### config.mk
export PLATFORM = sky130hd
export DESIGN_NAME = pipe_ctrl_top
export DESIGN_NICKNAME = d
export VERILOG_FILES = /design/src/verilog/defines.sv /design/src/verilog/hazard_ctrl.sv /design/src/verilog/instr_decoder.sv /design/src/verilog/pipe_ctrl_top.sv /design/src/verilog/stage_tracker.sv
export SDC_FILE = /design/constraint.sdc
export NUM_CORES = 1
export LEC_CHECK = 0
export ABC_CLOCK_PERIOD_IN_PS = 2700
export BUFFER_PORTS_ARGS = -buffer_cell sky130_fd_sc_hd__buf_2
export CAP_MARGIN = 20
export CORE_MARGIN = 5
export CORE_UTILIZATION = 25
export CTS_CLUSTER_DIAMETER = 100
export CTS_CLUSTER_SIZE = 14
export DETAILED_ROUTE_END_ITERATION = 12
export GPL_ROUTABILITY_DRIVEN = 0
export PLACE_DENSITY = 0.44
export SYNTH_ARGS = -nofsm -noshare
export SYNTH_HDL_FRONTEND = slang
export SYNTH_SLANG_ARGS = --single-unit
### constraint.sdc
create_clock -name clk -period 2.7 [get_ports clk]
set_clock_uncertainty 0.15 [all_clocks]
set_input_delay 0.54 -clock clk [delete_from_list [all_inputs] [get_ports clk]]
set_output_delay 0.54 -clock clk [all_outputs]
set_load 0.005 [all_outputs]
### src/verilog/defines.sv
`default_nettype none

package defines;

	// rv32i major opcodes, nop doubles as bubble and unknown opcode
	typedef enum logic [6:0] {
		NOP   = 7'b0000000,
		LOAD  = 7'b0000011,
		FENCE = 7'b0001111,
		I     = 7'b0010011,
		AUIPC = 7'b0010111,
		STORE = 7'b0100011,
		R     = 7'b0110011,
		LUI   = 7'b0110111,
		B     = 7'b1100011,
		JALR  = 7'b1100111,
		JAL   = 7'b1101111,
		SYS   = 7'b1110011
	} opcode_t;

	typedef logic [4:0] r_t;

	localparam r_t X0 = 5'd0;

	// compact record carried down the pipe
	typedef struct packed {
		opcode_t opcode;
		r_t      rd;
		r_t      rs1;
		r_t      rs2;
		logic    rd_write;
	} instr_t;

	localparam instr_t NOP_INSTR = '{
		opcode:   NOP,
		rd:       X0,
		rs1:      X0,
		rs2:      X0,
		rd_write: 1'b0
	};

	// operand source selects per consuming stage
	typedef enum logic [1:0] {
		RS_ID_SEL,
		EX_ID_SEL,
		MEM_ID_SEL,
		WB_ID_SEL
	} id_fwd_sel_t;

	typedef enum logic [1:0] {
		RS_EX_SEL,
		MEM_EX_SEL,
		WB_EX_SEL
	} ex_fwd_sel_t;

	typedef enum logic {
		RS_MEM_SEL,
		WB_MEM_SEL
	} mem_fwd_sel_t;

	typedef struct packed {
		id_fwd_sel_t  id_rs1;
		id_fwd_sel_t  id_rs2;
		ex_fwd_sel_t  ex_rs1;
		ex_fwd_sel_t  ex_rs2;
		mem_fwd_sel_t mem_rs1;
		mem_fwd_sel_t mem_rs2;
	} fwd_t;

	// one bit per pipeline register, shared by stall and flush
	typedef struct packed {
		logic pc;
		logic if_id;
		logic id_ex;
		logic ex_mem;
		logic mem_wb;
	} stage_ctl_t;

	localparam logic ENABLE  = 1'b1;
	localparam logic DISABLE = 1'b0;

endpackage : defines

`default_nettype wire

### src/verilog/hazard_ctrl.sv
`timescale 1ns/1ps
`default_nettype none

module hazard_ctrl import defines::*; (
	// records from every stage
	input  instr_t     instr_f,
	input  instr_t     instr_d,
	input  instr_t     instr_x,
	input  instr_t     instr_m,
	input  instr_t     instr_w,

	input  logic       instr_valid_d,

	input  logic       ex_rd_write,
	input  logic       mem_rd_write,
	input  logic       wb_rd_write,

	// status from the outside world
	input  logic       sdram_init_done,
	input  logic       execute_busy,
	input  logic       mem_access_done,
	input  logic       branch_taken_d,
	input  logic       branch_taken_x,

	output fwd_t       fwd,
	output stage_ctl_t stall,
	output stage_ctl_t flush
);

	// consumer reads rs, producer writes rd, same non-zero register
	function automatic logic depends(
		input logic rs_read,
		input r_t   rs,
		input logic rd_write,
		input r_t   rd
	);
		return rs_read && (rs != X0) && rd_write && (rd == rs);
	endfunction

	logic id_rs1_read, id_rs2_read;
	logic ex_rs1_read, ex_rs2_read;
	logic mem_rs1_read, mem_rs2_read;

	// branches and jalr resolve in d, stores need rs2 early
	always_comb begin : rs_read_map
		id_rs1_read  = (instr_d.opcode == B) || (instr_d.opcode == JALR);
		id_rs2_read  = (instr_d.opcode == B) || (instr_d.opcode == STORE);

		ex_rs1_read  = (instr_x.opcode == R) ||
		               (instr_x.opcode == I) ||
		               (instr_x.opcode == LOAD) ||
		               (instr_x.opcode == STORE) ||
		               (instr_x.opcode == JALR);
		ex_rs2_read  = (instr_x.opcode == R);

		mem_rs1_read = (instr_m.opcode == LOAD) || (instr_m.opcode == STORE);
		mem_rs2_read = (instr_m.opcode == STORE);
	end

	logic ex2id_1, ex2id_2;
	logic mem2id_1, mem2id_2;
	logic wb2id_1, wb2id_2;
	logic mem2ex_1, mem2ex_2;
	logic wb2ex_1, wb2ex_2;
	logic wb2mem_1, wb2mem_2;

	always_comb begin : dep_detect
		ex2id_1  = depends(id_rs1_read, instr_d.rs1, ex_rd_write, instr_x.rd);
		ex2id_2  = depends(id_rs2_read, instr_d.rs2, ex_rd_write, instr_x.rd);
		mem2id_1 = depends(id_rs1_read, instr_d.rs1, mem_rd_write, instr_m.rd);
		mem2id_2 = depends(id_rs2_read, instr_d.rs2, mem_rd_write, instr_m.rd);
		wb2id_1  = depends(id_rs1_read, instr_d.rs1, wb_rd_write, instr_w.rd);
		wb2id_2  = depends(id_rs2_read, instr_d.rs2, wb_rd_write, instr_w.rd);

		mem2ex_1 = depends(ex_rs1_read, instr_x.rs1, mem_rd_write, instr_m.rd);
		mem2ex_2 = depends(ex_rs2_read, instr_x.rs2, mem_rd_write, instr_m.rd);
		wb2ex_1  = depends(ex_rs1_read, instr_x.rs1, wb_rd_write, instr_w.rd);
		wb2ex_2  = depends(ex_rs2_read, instr_x.rs2, wb_rd_write, instr_w.rd);

		wb2mem_1 = depends(mem_rs1_read, instr_m.rs1, wb_rd_write, instr_w.rd);
		wb2mem_2 = depends(mem_rs2_read, instr_m.rs2, wb_rd_write, instr_w.rd);
	end

	// youngest producer first
	always_comb begin : fwd_select
		fwd.id_rs1  = ex2id_1  ? EX_ID_SEL  :
		              mem2id_1 ? MEM_ID_SEL :
		              wb2id_1  ? WB_ID_SEL  : RS_ID_SEL;
		fwd.id_rs2  = ex2id_2  ? EX_ID_SEL  :
		              mem2id_2 ? MEM_ID_SEL :
		              wb2id_2  ? WB_ID_SEL  : RS_ID_SEL;

		fwd.ex_rs1  = mem2ex_1 ? MEM_EX_SEL :
		              wb2ex_1  ? WB_EX_SEL  : RS_EX_SEL;
		fwd.ex_rs2  = mem2ex_2 ? MEM_EX_SEL :
		              wb2ex_2  ? WB_EX_SEL  : RS_EX_SEL;

		fwd.mem_rs1 = wb2mem_1 ? WB_MEM_SEL : RS_MEM_SEL;
		fwd.mem_rs2 = wb2mem_2 ? WB_MEM_SEL : RS_MEM_SEL;
	end

	logic data_mem_stall;
	logic load_x, load_m;
	logic dec_rs1_use, dec_rs2_use;
	logic load_hazard_x, load_hazard_m;
	logic load_stall;

	always_comb begin : load_use_detect
		data_mem_stall = ((instr_m.opcode == LOAD) || (instr_m.opcode == STORE)) &&
		                 !mem_access_done;

		load_x = (instr_x.opcode == LOAD);
		load_m = (instr_m.opcode == LOAD);

		// load data is not ready in time for a compare or target in d
		dec_rs1_use = (instr_d.opcode == B) || (instr_d.opcode == JALR);
		dec_rs2_use = (instr_d.opcode == B);

		load_hazard_x = depends(dec_rs1_use, instr_d.rs1, load_x, instr_x.rd) ||
		                depends(dec_rs2_use, instr_d.rs2, load_x, instr_x.rd);
		load_hazard_m = depends(dec_rs1_use, instr_d.rs1, load_m, instr_m.rd) ||
		                depends(dec_rs2_use, instr_d.rs2, load_m, instr_m.rd);

		load_stall = (load_hazard_x || load_hazard_m) && !data_mem_stall;
	end

	logic sys_d, sys_x, sys_m, sys_w;

	// a sys anywhere downstream freezes the stage behind it
	always_comb begin : sys_drain
		sys_w = (instr_w.opcode == SYS);
		sys_m = (instr_m.opcode == SYS) || sys_w;
		sys_x = (instr_x.opcode == SYS) || sys_m;
		sys_d = (instr_d.opcode == SYS) || sys_x;
	end

	logic mem_hold;

	always_comb begin : stall_gen
		mem_hold     = data_mem_stall || !sdram_init_done;

		stall.pc     = mem_hold || load_stall || execute_busy || sys_d;
		stall.if_id  = mem_hold || load_stall || execute_busy || sys_x;
		stall.id_ex  = mem_hold || execute_busy || sys_m;
		stall.ex_mem = mem_hold || sys_w;
		// w also holds so mem can keep forwarding from it
		stall.mem_wb = mem_hold || sys_w;
	end

	logic jump_d, jump_x;
	logic taken_d, taken_x;
	logic redirect_d;

	always_comb begin : flush_gen
		jump_d  = (instr_d.opcode == JAL) || (instr_d.opcode == JALR);
		jump_x  = (instr_x.opcode == JAL) || (instr_x.opcode == JALR);
		taken_d = (instr_d.opcode == B) && branch_taken_d;
		taken_x = (instr_x.opcode == B) && branch_taken_x;

		redirect_d = (jump_d || taken_d) && instr_valid_d;

		// a branch still waiting on load data has not resolved yet
		if (load_hazard_x || load_hazard_m) begin
			flush.pc = DISABLE;
		end else begin
			flush.pc = redirect_d;
		end

		flush.if_id  = jump_x || taken_x;
		flush.id_ex  = DISABLE;
		flush.ex_mem = DISABLE;
		flush.mem_wb = DISABLE;
	end

endmodule : hazard_ctrl

`default_nettype wire

### src/verilog/instr_decoder.sv
`timescale 1ns/1ps
`default_nettype none

module instr_decoder import defines::*; (
	input  logic [31:0] instr_word,
	input  logic        instr_valid,
	output instr_t      instr
);

	opcode_t op;
	logic use_rd;
	logic use_rs1;
	logic use_rs2;
	logic writes_rd;

	// anything outside the rv32i major opcodes decodes as a bubble
	always_comb begin : opcode_map
		case (instr_word[6:0])
			R, I, LOAD, STORE, B, JAL, JALR, LUI, AUIPC, SYS, FENCE: begin
				op = opcode_t'(instr_word[6:0]);
			end
			default: begin
				op = NOP;
			end
		endcase
	end

	// register fields used by each format
	always_comb begin : field_use
		use_rd    = 1'b0;
		use_rs1   = 1'b0;
		use_rs2   = 1'b0;
		writes_rd = 1'b0;
		case (op)
			R: begin
				use_rd    = 1'b1;
				use_rs1   = 1'b1;
				use_rs2   = 1'b1;
				writes_rd = 1'b1;
			end
			I, LOAD, JALR: begin
				use_rd    = 1'b1;
				use_rs1   = 1'b1;
				writes_rd = 1'b1;
			end
			// i-type layout, no tracked write back
			SYS, FENCE: begin
				use_rd  = 1'b1;
				use_rs1 = 1'b1;
			end
			STORE, B: begin
				use_rs1 = 1'b1;
				use_rs2 = 1'b1;
			end
			JAL, LUI, AUIPC: begin
				use_rd    = 1'b1;
				writes_rd = 1'b1;
			end
			default: begin
				use_rd = 1'b0;
			end
		endcase
	end

	always_comb begin : record_build
		instr = NOP_INSTR;
		if (instr_valid) begin
			instr.opcode   = op;
			instr.rd       = use_rd  ? instr_word[11:7]  : X0;
			instr.rs1      = use_rs1 ? instr_word[19:15] : X0;
			instr.rs2      = use_rs2 ? instr_word[24:20] : X0;
			// writes to x0 are dropped here so no stage ever forwards them
			instr.rd_write = writes_rd && (instr_word[11:7] != X0);
		end
	end

endmodule : instr_decoder

`default_nettype wire

### src/verilog/pipe_ctrl_top.sv
`timescale 1ns/1ps
`default_nettype none

module pipe_ctrl_top import defines::*; (
	input  logic        clk,
	input  logic        arst_n,
	input  logic [31:0] instr_word,
	input  logic        instr_valid,
	input  logic        sdram_init_done,
	input  logic        execute_busy,
	input  logic        mem_access_done,
	input  logic        branch_taken_d,
	input  logic        branch_taken_x,
	output fwd_t        fwd,
	output stage_ctl_t  stall,
	output stage_ctl_t  flush
);

	instr_t instr_f;
	instr_t instr_d, instr_x, instr_m, instr_w;
	logic   instr_valid_d;
	logic   ex_rd_write, mem_rd_write, wb_rd_write;

	instr_decoder u_decoder (
		.instr_word  (instr_word),
		.instr_valid (instr_valid),
		.instr       (instr_f)
	);

	// stall and flush loop back from the hazard controller
	stage_tracker u_tracker (
		.clk           (clk),
		.arst_n        (arst_n),
		.instr_f       (instr_f),
		.stall         (stall),
		.flush         (flush),
		.instr_d       (instr_d),
		.instr_x       (instr_x),
		.instr_m       (instr_m),
		.instr_w       (instr_w),
		.instr_valid_d (instr_valid_d),
		.ex_rd_write   (ex_rd_write),
		.mem_rd_write  (mem_rd_write),
		.wb_rd_write   (wb_rd_write)
	);

	hazard_ctrl u_hazard (
		.instr_f         (instr_f),
		.instr_d         (instr_d),
		.instr_x         (instr_x),
		.instr_m         (instr_m),
		.instr_w         (instr_w),
		.instr_valid_d   (instr_valid_d),
		.ex_rd_write     (ex_rd_write),
		.mem_rd_write    (mem_rd_write),
		.wb_rd_write     (wb_rd_write),
		.sdram_init_done (sdram_init_done),
		.execute_busy    (execute_busy),
		.mem_access_done (mem_access_done),
		.branch_taken_d  (branch_taken_d),
		.branch_taken_x  (branch_taken_x),
		.fwd             (fwd),
		.stall           (stall),
		.flush           (flush)
	);

endmodule : pipe_ctrl_top

`default_nettype wire

### src/verilog/stage_tracker.sv
`timescale 1ns/1ps
`default_nettype none

module stage_tracker import defines::*; (
	input  logic       clk,
	input  logic       arst_n,
	input  instr_t     instr_f,
	input  stage_ctl_t stall,
	input  stage_ctl_t flush,
	output instr_t     instr_d,
	output instr_t     instr_x,
	output instr_t     instr_m,
	output instr_t     instr_w,
	output logic       instr_valid_d,
	output logic       ex_rd_write,
	output logic       mem_rd_write,
	output logic       wb_rd_write
);

	typedef struct packed {
		logic   valid;
		instr_t instr;
	} slot_t;

	localparam slot_t EMPTY_SLOT = '{valid: 1'b0, instr: NOP_INSTR};

	slot_t slot_f;
	slot_t slot_d, slot_x, slot_m, slot_w;
	slot_t next_d, next_x, next_m, next_w;

	// hold wins over bubble, bubble wins over the upstream record
	function automatic slot_t advance(
		input slot_t cur,
		input slot_t prev,
		input logic  hold,
		input logic  drop
	);
		if (hold) begin
			return cur;
		end else if (drop) begin
			return EMPTY_SLOT;
		end
		return prev;
	endfunction

	always_comb begin : fetch_slot
		slot_f.valid = (instr_f.opcode != NOP);
		slot_f.instr = instr_f;
	end

	always_comb begin : next_slots
		// flush_pc squashes whatever is being fetched this cycle
		next_d = advance(slot_d, slot_f, stall.if_id, stall.pc || flush.if_id || flush.pc);
		next_x = advance(slot_x, slot_d, stall.id_ex, stall.if_id || flush.id_ex);
		next_m = advance(slot_m, slot_x, stall.ex_mem, stall.id_ex || flush.ex_mem);
		next_w = advance(slot_w, slot_m, stall.mem_wb, stall.ex_mem || flush.mem_wb);
	end

	always_ff @(posedge clk or negedge arst_n) begin
		if (!arst_n) begin
			slot_d <= EMPTY_SLOT;
			slot_x <= EMPTY_SLOT;
			slot_m <= EMPTY_SLOT;
			slot_w <= EMPTY_SLOT;
		end else begin
			slot_d <= next_d;
			slot_x <= next_x;
			slot_m <= next_m;
			slot_w <= next_w;
		end
	end

	assign instr_d       = slot_d.instr;
	assign instr_x       = slot_x.instr;
	assign instr_m       = slot_m.instr;
	assign instr_w       = slot_w.instr;
	assign instr_valid_d = slot_d.valid;

	// only live records may claim a write back
	assign ex_rd_write  = slot_x.valid && slot_x.instr.rd_write;
	assign mem_rd_write = slot_m.valid && slot_m.instr.rd_write;
	assign wb_rd_write  = slot_w.valid && slot_w.instr.rd_write;

	// stalled registers must keep their contents over the edge
	a_hold_d: assert property (@(posedge clk) disable iff (!arst_n)
		stall.if_id |=> (slot_d == $past(slot_d)))
		else $error("if_id changed while stalled");
	a_hold_x: assert property (@(posedge clk) disable iff (!arst_n)
		stall.id_ex |=> (slot_x == $past(slot_x)))
		else $error("id_ex changed while stalled");
	a_hold_m: assert property (@(posedge clk) disable iff (!arst_n)
		stall.ex_mem |=> (slot_m == $past(slot_m)))
		else $error("ex_mem changed while stalled");
	a_hold_w: assert property (@(posedge clk) disable iff (!arst_n)
		stall.mem_wb |=> (slot_w == $past(slot_w)))
		else $error("mem_wb changed while stalled");

	// holding w while m moves on would drop an instruction
	a_wb_stall_order: assert property (@(posedge clk) disable iff (!arst_n)
		stall.mem_wb |-> stall.ex_mem)
		else $error("mem_wb stalled without ex_mem");

	a_valid_not_nop: assert property (@(posedge clk) disable iff (!arst_n)
		!((slot_d.valid && slot_d.instr.opcode == NOP) ||
		  (slot_x.valid && slot_x.instr.opcode == NOP) ||
		  (slot_m.valid && slot_m.instr.opcode == NOP) ||
		  (slot_w.valid && slot_w.instr.opcode == NOP)))
		else $error("valid bit set on a bubble");

endmodule : stage_tracker

`default_nettype wire
# Yosys cells after proc, flatten, opt, wreduce, memory -nomap -nowiden
# Index checks and enable logic that the tools add are counted.
# Widths: inputs -> output; s select.
totals:
  ff_bits: 86
  output_inout_bits: 20
  inputBits: 40
  word_cells: 207
classes:
  eq_ne: 55
  muxes: 39
  n_reduce_logical: 91
op_table:
  columns: ["operator", "count"]
  rows:
  - ["$mux 24", 10]
  - ["$eq 7x7->1 const B", 18]
  - ["$eq 7x6->1 const B", 10]
  - ["$eq 5x5->1", 12]
  - ["$logic_and 1x1->1", 48]
  - ["$eq 7x5->1 const B", 5]
  - ["$reduce_bool 5->1", 7]
  - ["$eq 7x2->1 const B", 4]
  - ["$logic_or 1x1->1", 27]
  - ["$mux 23", 1]
  - ["$mux 2", 10]
  - ["$mux 5", 3]
  - ["$eq 7x4->1 const B", 2]
  - ["$mux 1", 14]
  - ["$reduce_or 11->1", 1]
  - ["$reduce_or 9->1", 1]
  - ["$ne 2x2->1 const B", 4]
  - ["$reduce_or 8->1", 1]
  - ["$mux 7", 1]
  - ["$reduce_bool 7->1", 1]
  - ["$reduce_or 7->1", 1]
  - ["$logic_not 1->1", 3]
  - ["$reduce_or 3->1", 1]

# Logic depth before layout (Yosys ltp)
# Gate-level depths: netlist of run 1.
depth:
  word_depth: 16
  depth_mapped: 9
  mapped_depth_nobuf: 7

# Modules after synthesis
# From an unflattened synthesis of run 1, not the netlist that was laid out.
unflattened:
  hier_cells: 520
  area_unflattened_um2: 5512.8
modules_own_cells:
  columns: ["mod", "n_inst", "seq_area_each_um2", "area_per_inst_um2", "cells_per_inst"]
  rows:
  - ["stage_tracker", 1, 2402.3, 3965.1, 291]
  - ["hazard_ctrl", 1, 0.0, 1176.1, 169]
  - ["instr_decoder", 1, 0.0, 371.6, 60]

# Worst setup path after synthesis of run 1
# No wires, ideal clock.
synth_path:
  path_kind: "flip-flop to output port"
  from: "register u_tracker.slot_d, in the netlist u_tracker.instr_d[2]"
  to: "output stall[4] in the netlist's numbering"
  n_path_buf: 2
  path_stages_with_launch: 9
  required_ns: 2.010
  t_arrival_ns: 1.908
  path_slack_ns: 0.102
  cell_sequence: "dfrtp_1 clkbuf_1 or4_1 o21ai_1 or2_2 o211ai_2 nor2_4 buf_2 nand2_1"
synth_lines:
  columns: ["item", "line_no", "source"]
  rows:
  - ["start: declaration", "stage_tracker.sv:28", "slot_t slot_d, slot_x, slot_m, slot_w;"]
  - ["start signal: assignment", "stage_tracker.sv:66", "slot_d <= next_d;"]
  - ["end: declaration", "pipe_ctrl_top.sv:15", "output stage_ctl_t stall,"]

==> results of run 1 <==
==> timing repair <==
action,4_1_cts,5_1_grt
buffers inserted,10,7
resized for setup,34,16
endpoints found under the hold margin,4,0
endpoints found under the setup margin,10,29
hold buffers,1,0
pin swaps,14,12
cloned,0,0
==> where the power goes <==
group	switching, mW	internal, mW	total, mW	leakage, nW
logic	0.164	0.127	0.291	1.45
clock network	0.482	0.706	1.19	0.132
registers	0.0293	1.32	1.34	1.18
==> Yosys cell counts, types with 2 or more instances <==
| master | instances |
|---|---|
| o22a_1 | 2 |
| o2111ai_1 | 3 |
| or2_2 | 3 |
| a21oi_1 | 9 |
| buf_1 | 3 |
| xnor2_1 | 35 |
| a21o_1 | 2 |
| nand3b_1 | 3 |
| a32oi_1 | 2 |
| nor4_4 | 4 |
| buf_2 | 8 |
| o22ai_1 | 2 |
| a31oi_1 | 2 |
| nand2b_1 | 4 |
| or3_1 | 3 |
| mux2_2 | 11 |
| nor2b_1 | 5 |
| buf_4 | 8 |
| o21ai_0 | 29 |
| and3_1 | 3 |
| a21o_2 | 3 |
| xor2_1 | 21 |
| nor3_1 | 15 |
| nand3_1 | 7 |
| dfrtp_1 | 86 |
| or4_1 | 5 |
| nor2_1 | 13 |
| clkbuf_1 | 25 |
| nand4_1 | 13 |
| a22o_1 | 43 |
| nand2_1 | 62 |
| nor4_1 | 9 |
| inv_1 | 7 |
| and3b_1 | 2 |
==> final cells by class <==
class / instances / area [um2]
clock buffer: 12 / 236.5
clock inverter: 2 / 35.03
fill: 1965 / 12680
inverter: 8 / 30.03
multi-input combinational: 342 / 2541
sequential: 86 / 2166
tap: 234 / 292.8
timing repair buffer: 113 / 788.3
==> critical path, delay by kind of cell, from the launching register on <==
kind / cells / cell delay, ns
simple gates: 3 / 0.52
flops: 1 / 0.46
compound gates: 2 / 0.43
buf+inv: 2 / 0.26
xor+xnor: 1 / 0.17
==> flip-flops by register name, summed over array words and instances, names as in the netlist <==
name / flops
u_tracker.slot_w: 1
u_tracker.slot_m: 1
u_tracker.instr_m: 23
u_tracker.instr_w: 13
u_tracker.instr_valid_d: 1
u_tracker.instr_x: 23
u_tracker.slot_x: 1
u_tracker.instr_d: 23
==> layer usage <==
metal	track usage (%)	vias up	routed length, um
li1	-	1876	-
met1	18.95	1871	6938
met2	20.46	84	6368
met3	3.260	11	535
met4	3.510	0	220
met5	0	-	0
==> logic make-up after synthesis <==
logic type | after synthesis | share of synthesized area [%]
AND/OR/NAND/NOR | 162 | 19.28
AO/OA/AOI/OAI | 110 | 17.49
flip-flops | 86 | 45.11
XOR/XNOR | 56 | 10.28
buffers and inverters | 53 | 5.167
multiplexers | 11 | 2.596
other | 1 | 0.07860
==> worst max-delay path by stage <==
stage          cells past startpoint  endpoint                  from
6_report                           8  stall[4]  u_tracker.instr_d[3]
5_1_grt                            7    fwd[8]  u_tracker.instr_d[7]
4_1_cts                            8    fwd[8]  u_tracker.instr_d[7]
3_5_place_dp                       6    fwd[7]  u_tracker.instr_d[5]
3_3_place_gp                       6    fwd[7]  u_tracker.instr_d[5]
2_1_floorplan                      8  stall[4]  u_tracker.instr_d[2]
==> stage by stage <==
| step | std cells | TNS (ns) |
|---|---|---|
| 3_5_place_dp | 765 | -0.2398 |
| 2_1_floorplan | 481 | 0 |
| 3_3_place_gp | 765 | -0.2399 |
| 6_report | 797 | -0.8458 |
| 5_1_grt | 797 | -1.673 |
| 4_1_cts | 790 | -1.265 |
==> results.yml, run 1 <==
outcome:
  outcome: "finished with violations"
  violations: "negative setup slack"
grt:
  grt_max_degree: 55
  grt_pass1_vias: 4028
  grt_usage_pct: 13.36
  grt_antenna_before_repair: 0
  grt_pass1_wl_um: 22950
  grt-ovfl-total: 0
finish:
  diodes: 0
  layout.nets: 600
  fin_area_um2: 6090
  drive_gt1_share_pct: 34.46
  layout-area-overhead-vs-synth_pct: 27.64
  final_common_cell: "dfrtp_1"
  final_cell_mix: "75 x dfrtp_1, 62 x nand2_1, 60 x buf_4"
  utilization_pct: 32.45
detailed_routing:
  vias: 3842
  wirelength_um: 14060
  ant_nets: 0
  firstDrtPassIters: 4
  avgRoutedWirePerCell_um: 17.64
  drt_iter0_drc: 162
  vias_per_cell: 4.821
  drc: 0
worst_hold_path:
  hp-class: "in2reg"
  min_from: "instr_word[21]"
  hold-path-endpoint: "u_tracker.instr_d[2]"
  worstHoldPathCells: 2
timing:
  worstMarginPinSlew_ns: 0.5902
  relSlewSlack_pct: 60.29
  finalHoldViolCount: 0
  rsz0062_at_grt: "yes"
  max_freq_mhz: 348.2
  setup_violations: 6
  drv_slew: 0
  fin_crit_sh_pct: 106.4
  whs_ns: 0.2629
  min_period_ns: 2.872
  fin_ws_ns: -0.1719
die:
  fp.dieH_um: 148.1
  start_util_pct: 25.42
  rows: 50
  die_area_um2: 21950
  die_x_um: 148.1
  pin_count: 60
  core_um2: 18770
setup_path:
  rr_endpoint: "u_tracker.instr_d[18]"
  cp_data_required_time_ns: 2.01
  reg2reg_slack_ns: 0.10
  ff2ff_path_depth: 8
  slowest_stage: "dfrtp_2"
  worstSetupPathType: "reg2out"
  endpoint_kind: "primary output"
  worst_ep_arrival_time_ns: 2.18
  r2r_start: "u_tracker.instr_d[7]"
  max_stage_delay_ns: 0.46
  crit_path_cell_trace: "buf_6 -> xor2_1 -> nor4_1 -> a32oi_1 -> o211ai_4 -> nor2_4 -> nand2_1 -> buf_2"
  crit_fanout: 4
  start_kind: "register"
logic_synthesis:
  synthDistinctLibCells: 61
  syn_avg_cell_area_um2: 9.960
  synth_ff_type: "dfrtp_1"
  synth_edf_count: 0
  yosys_warnings: 0
  ys_seq_area_share_pct: 45.11
  async_flop_share_pct: 100.0
  netlist.top_cell.by_area: "dfrtp_1"
  synth_top_area_share_pct: 45.11
  syn_inst: 479
  netlist_area_um2: 4771
  ys_top_cells_by_area: "dfrtp_1 45%, a22o_1 7.9%, xnor2_1 6.4%"
  ys_ff_latch: 86
clock_network:
  root_buffer: "clkbuf_16"
  cts_tree: "yes"
  clk-insertion-delay-late_ns: 0.34
  htreeDepth: 3
  clock_tree.buffer_depth: 2
  numCtsBuffers: 9
  clk_pin_slew_worst_paths_ns: 0.06
  cts.sinks: 86
place:
  io_buffers: 46
  postPlaceCellArea_um2: 5483
  dp.final_hpwl_um: 10590
  dp_slack_ns: -0.2398
job:
  cap_violations: 0
pwr:
  power_mw: 2.824
  peakVddDrop_uv: 278.7
  leakagePower_nw: 2.757
  powerDensity_nw_per_um2: 463.7
Power figures use the tool's default switching activity.
==> run 2: changes to the inputs <==
==> constraint.sdc (replaced) <==
create_clock -name clk -period 2.7 [get_ports clk]
set_clock_uncertainty 0.15 [all_clocks]
set_input_delay 0.405 -clock clk [delete_from_list [all_inputs] [get_ports clk]]
set_output_delay 0.405 -clock clk [all_outputs]
set_load 0.005 [all_outputs]
==> run 2 against run 1 <==
Compared with the run above: the run still ends with negative setup slack left; power up 2.6%; critical path depth decreased by 1; global-route usage barely moved; die area stayed put; highest routed layer unchanged; fmax grew 3.0%; flip-flop and latch count unchanged; sequential share of layout area is 0.26 points higher; setup slack better by 0.083 ns; critical path type unchanged.
==> results.yml, run 2 (synthesis gave the netlist of run 1 again) <==
pwr:
  leakagePower_nw: 2.735
  power_mw: 2.898
  peakVddDrop_uv: 239.6
  powerDensity_nw_per_um2: 479.2
finish:
  layout.nets: 592
  layout-area-overhead-vs-synth_pct: 26.78
  diodes: 0
  seq_area_um2: 2167
  fin_cells: 791
  num-fill-cells: 1938
  multi_input_area_um2: 2520
  final_common_cell: "dfrtp_1"
  final_cell_mix: "74 x dfrtp_1, 61 x nand2_1, 54 x buf_4"
  drive_gt1_share_pct: 32.85
place:
  io_buffers: 46
  dp.cells: 751
  dp.final_hpwl_um: 10380
die:
  die_area_um2: 21950
  core_um2: 18770
  rows: 50
  pin_count: 60
  fp.dieH_um: 148.1
  start_util_pct: 25.42
  die_x_um: 148.1
outcome:
  violations: "negative setup slack"
  outcome: "finished with violations"
detailed_routing:
  ant_nets: 0
  firstDrtPassIters: 4
  highest-signal-layer: "met4"
  drc: 0
  wirelength_um: 14080
  avgRoutedWirePerCell_um: 17.80
  wl_met3_um: 502
  vias: 3824
  dr_wl_met2_um: 6401
  met1Wirelength_um: 6952
  drt_iter0_drc: 321
  vias_per_cell: 4.834
timing:
  max_freq_mhz: 358.5
  rsz0062_at_grt: "yes"
  min_period_ns: 2.789
  fin_ws_ns: -0.08919
  drv_slew: 0
  setup_violations: 5
  finalHoldViolCount: 0
  fin_crit_sh_pct: 103.3
grt:
  grt_pass1_wl_um: 22880
  grt_max_degree: 58
  grt-ovfl-total: 0
  grt_antenna_before_repair: 0
  grt_pass1_vias: 4009
  grt_usage_pct: 13.40
setup_path:
  worst-path-buf-inv: 1
  endpoint_kind: "primary output"
  worstSetupPathType: "reg2out"
  crit_path_cell_trace: "or4_4 -> o21bai_4 -> or4_4 -> o211ai_4 -> nor2_4 -> nand2_2 -> buf_2"
  crit_fanout: 6
  worst_ep_arrival_time_ns: 2.23
  slowest_stage: "or4_4"
  cp_common_cell: "or4_4"
  max_stage_delay_ns: 0.56
  crit_family: "simple AND/OR/NAND/NOR gates"
  start_kind: "register"
  cp_data_required_time_ns: 2.14
clock_network:
  clk-insertion-delay-late_ns: 0.35
  clock_tree.buffer_depth: 2
  numCtsBuffers: 9
  cts_tree: "yes"
  root_buffer: "clkbuf_16"
  cts.sinks: 86
  htreeDepth: 3
  clk_pin_slew_worst_paths_ns: 0.06
job:
  cap_violations: 0
worst_hold_path:
  hp-class: "in2reg"
run 2: changes by cell type in the layout (fill, tap and decap cells not counted), sizes merged:
| cell | before | now |
|---|---|---|
| buf | 112 | 104 |
| clkinvlp | 0 | 1 |
| clkbuf | 12 | 13 |
run 2: cell type report:
cell class                      count  area share, %
Clock buffer                       13          4.303
Multi-Input combinational cell    342          41.66
Timing Repair Buffer              105          12.16
Sequential cell                    86          35.83
Tap cell                          234          4.841
Clock inverter                      3         0.7034
Inverter                            8         0.4965
run 2: worst paths after layout:
kind                                      startpoint               endpoint  slack, ns  cells past startpoint
worst max-delay path            u_tracker.instr_d[6]               stall[4]      -0.09                      7
worst min-delay path                  instr_word[23]   u_tracker.instr_d[4]       0.12                      2
worst max register to register  u_tracker.instr_d[6]  u_tracker.instr_d[20]       0.07                      8
worst min register to register  u_tracker.instr_d[0]   u_tracker.instr_d[0]       0.34                      1
max in group asynchronous                     arst_n  u_tracker.instr_m[18]       1.35                      3
min in group asynchronous                     arst_n  u_tracker.instr_d[12]       0.38                      2
run 2: repair_timing:
item	in CTS	in global routing
pin swaps	10	10
endpoints found under the setup margin	9	32
gates resized for setup	26	14
endpoints found under the hold margin	29	0
buffers inserted	18	5
hold buffers	1	0
run 2: power by group:
group	leakage [nW]	internal, mW	switching, mW	total [mW]
clock	0.146	0.767	0.509	1.28
sequential	1.17	1.32	0.0347	1.35
combinational	1.41	0.118	0.154	0.272
total	2.73	2.20	0.698	2.90
run 2: layer usage:
layer / vias up / global-route usage (%)
li1: 1867 / -
met1: 1872 / 18.96
met2: 70 / 20.80
met3: 15 / 2.316
met4: 0 / 4.480
met5: - / 0
run 2: metrics by stage:
| step | TNS, ns | setup slack (ns) | utilization, % | hold slack [ns] | area, um2 |
|---|---|---|---|---|---|
| global route | -0.7191 | -0.1605 | 32.23 | 0.1160 | 6048 |
| floorplan | 0 | 0.2367 | - | -0.04059 | 4778 |
| detailed placement | -0.1502 | -0.1502 | 28.72 | 0.2245 | 5390 |
| global placement | -0.1603 | -0.1603 | 28.72 | 0.2175 | 5390 |
| finish | -0.2450 | -0.08919 | 32.23 | 0.1200 | 6048 |
| CTS | -0.4003 | -0.09942 | 31.71 | 0.1084 | 5952 |
==> run 3: changes to the inputs <==
CORE_UTILIZATION = 30   (was 25)
PLACE_DENSITY = 0.5   (was 0.44)
==> run 3 against run 2 <==
Compared with the run above: highest routed layer unchanged; critical path depth increased by 1; non-clock buffer count down 12; combinational power is 3% lower; critical path type unchanged; largest cell class unchanged; power fell by 1.2%; setup slack gained 0.030 ns; sequential power about the same; hold slack gained 0.0093 ns; die area fell by 16%; routed wire length fell by 7.3%; the run still ends with negative setup slack left.
==> results.yml, run 3 (synthesis gave the netlist of run 1 again) <==
place:
  postPlaceCellArea_um2: 5330
  dp.cells: 728
  io_buffers: 46
  dp.final_hpwl_um: 9575
finish:
  final_common_cell: "dfrtp_1"
  num-fill-cells: 1617
  final_cell_mix: "74 x dfrtp_1, 62 x nand2_1, 44 x buf_2, 44 x buf_4, 43 x a22o_1"
  drive_gt1_share_pct: 31.19
  fin_cells: 761
  seq_area_um2: 2167
  multi_input_area_um2: 2520
  layout.nets: 580
  fin_area_um2: 5921
  diodes: 0
  layout-area-overhead-vs-synth_pct: 24.10
clock_network:
  root_buffer: "clkbuf_16"
  htreeDepth: 3
  numCtsBuffers: 9
  cts_tree: "yes"
  clk-insertion-delay-late_ns: 0.34
  clk_pin_slew_worst_paths_ns: 0.06
  cts.sinks: 86
  clock_tree.buffer_depth: 2
detailed_routing:
  drc: 0
  avgRoutedWirePerCell_um: 17.15
  vias: 3824
  ant_nets: 0
  wirelength_um: 13050
  drt_iter0_drc: 200
  vias_per_cell: 5.025
  firstDrtPassIters: 4
worst_hold_path:
  worstHoldPathCells: 2
  hp-class: "in2reg"
  min_from: "instr_word[21]"
  hold-path-endpoint: "u_tracker.instr_d[2]"
die:
  fp.dieH_um: 136.1
  start_util_pct: 30.25
  die_x_um: 136.1
  pin_count: 60
  die_area_um2: 18520
  rows: 46
  core_um2: 15770
setup_path:
  rr_endpoint: "u_tracker.instr_d[6]"
  slowest_stage: "or4_4"
  worst-path-buf-inv: 2
  ff2ff_path_depth: 7
  crit_family: "simple AND/OR/NAND/NOR gates"
  cp_data_required_time_ns: 2.14
  reg2reg_slack_ns: 0.13
  crit_path_cell_trace: "buf_4 -> xnor2_4 -> nand3_2 -> or4_4 -> o211ai_4 -> nor2_4 -> nand2_1 -> buf_2"
  crit_fanout: 4
  r2r_start: "u_tracker.instr_d[7]"
  max_stage_delay_ns: 0.55
  worstSetupPathType: "reg2out"
  endpoint_kind: "primary output"
  worst_ep_arrival_time_ns: 2.20
  start_kind: "register"
timing:
  fin_ws_ns: -0.05901
  setup_violations: 5
  worstMarginPinSlew_ns: 0.5542
  whs_ns: 0.1294
  max_freq_mhz: 362.4
  rsz0062_at_grt: "yes"
  drv_slew: 0
  finalHoldViolCount: 0
  min_period_ns: 2.759
  relSlewSlack_pct: 62.71
  fin_crit_sh_pct: 102.2
pwr:
  combPwrFrac_pct: 9.2
  power.switching_mw: 0.6913
  powerDensity_nw_per_um2: 483.6
  internal_power_mw: 2.172
  p_clk_share_pct: 43.6
  peakVddDrop_uv: 362.3
  leakagePower_nw: 2.664
  swShare_pct: 24.14
  seq_power_share_pct: 47.2
grt:
  grt_antenna_before_repair: 0
  grt_usage_pct: 14.64
  grt_max_degree: 50
  grt_pass1_wl_um: 21100
  grt-ovfl-total: 0
  grt_pass1_vias: 3808
outcome:
  violations: "negative setup slack"
  outcome: "finished with violations"
job:
  cap_violations: 0
## run 3: changes by cell type in the layout (fill, tap and decap cells not counted), sizes merged
cell | before | now
clkinvlp | 1 | 2
buf | 104 | 92
clkinv | 1 | 2
clkbuf | 13 | 11
## run 3: worst max-delay path by stage
stage | start | to | slack [ns] | cells past startpoint
6_report | u_tracker.instr_d[7] | stall[4] | -0.06 | 8
5_1_grt | u_tracker.instr_d[7] | stall[4] | -0.16 | 8
4_1_cts | u_tracker.instr_d[7] | stall[4] | -0.08 | 7
3_5_place_dp | u_tracker.instr_d[5] | fwd[7] | -0.11 | 6
3_3_place_gp | u_tracker.instr_d[5] | fwd[7] | -0.1 | 6
2_1_floorplan | u_tracker.instr_d[2] | stall[4] | 0.24 | 8
## run 3: through the flow
stage	power (mW)	setup TNS (ns)	utilization [%]	setup slack, ns
after CTS	2.886	-0.2276	36.90	-0.07948
after global routing	2.984	-0.6600	37.54	-0.1587
after detailed placement	1.621	-0.1100	33.80	-0.1100
after floorplan	1.503	0	-	0.2367
after global placement	1.615	-0.09973	33.80	-0.09973
final	2.863	-0.1479	37.54	-0.05901
## run 3: cell type report
type	count	area share (%)
clock inverters	5	0.9932
repair buffers	93	10.67
clock buffers	11	4.100
multi-input cells	342	42.56
well taps	216	4.565
flip-flops and latches	86	36.60
inverters	8	0.5072
## run 3: what timing repair did
item                       CTS  global route
setup buffers               11             5
pin swaps                   14             4
hold buffers                 1             0
hold endpoints to repair    37             0
gates resized for setup     26            11
setup endpoints to repair    7            27
## run 3: routing by layer
metal  GRT usage (%)  part of all wire (%)  vias up
met5               0                     0        -
li1                -                     -     1846
met2           22.26                    45      110
met3           2.665                   4.7       19
met4           4.255                   1.8        0
met1           21.25                    49     1849
## run 3: power by group through the flow
stage          logic, mW  clock network [mW]  registers (mW)
3_3_place_gp       0.243                   0            1.37
3_5_place_dp       0.248                   0            1.37
5_1_grt            0.296                1.33            1.35
2_1_floorplan      0.146                   0            1.36
4_1_cts            0.261                1.28            1.35
6_report           0.265                1.25            1.35
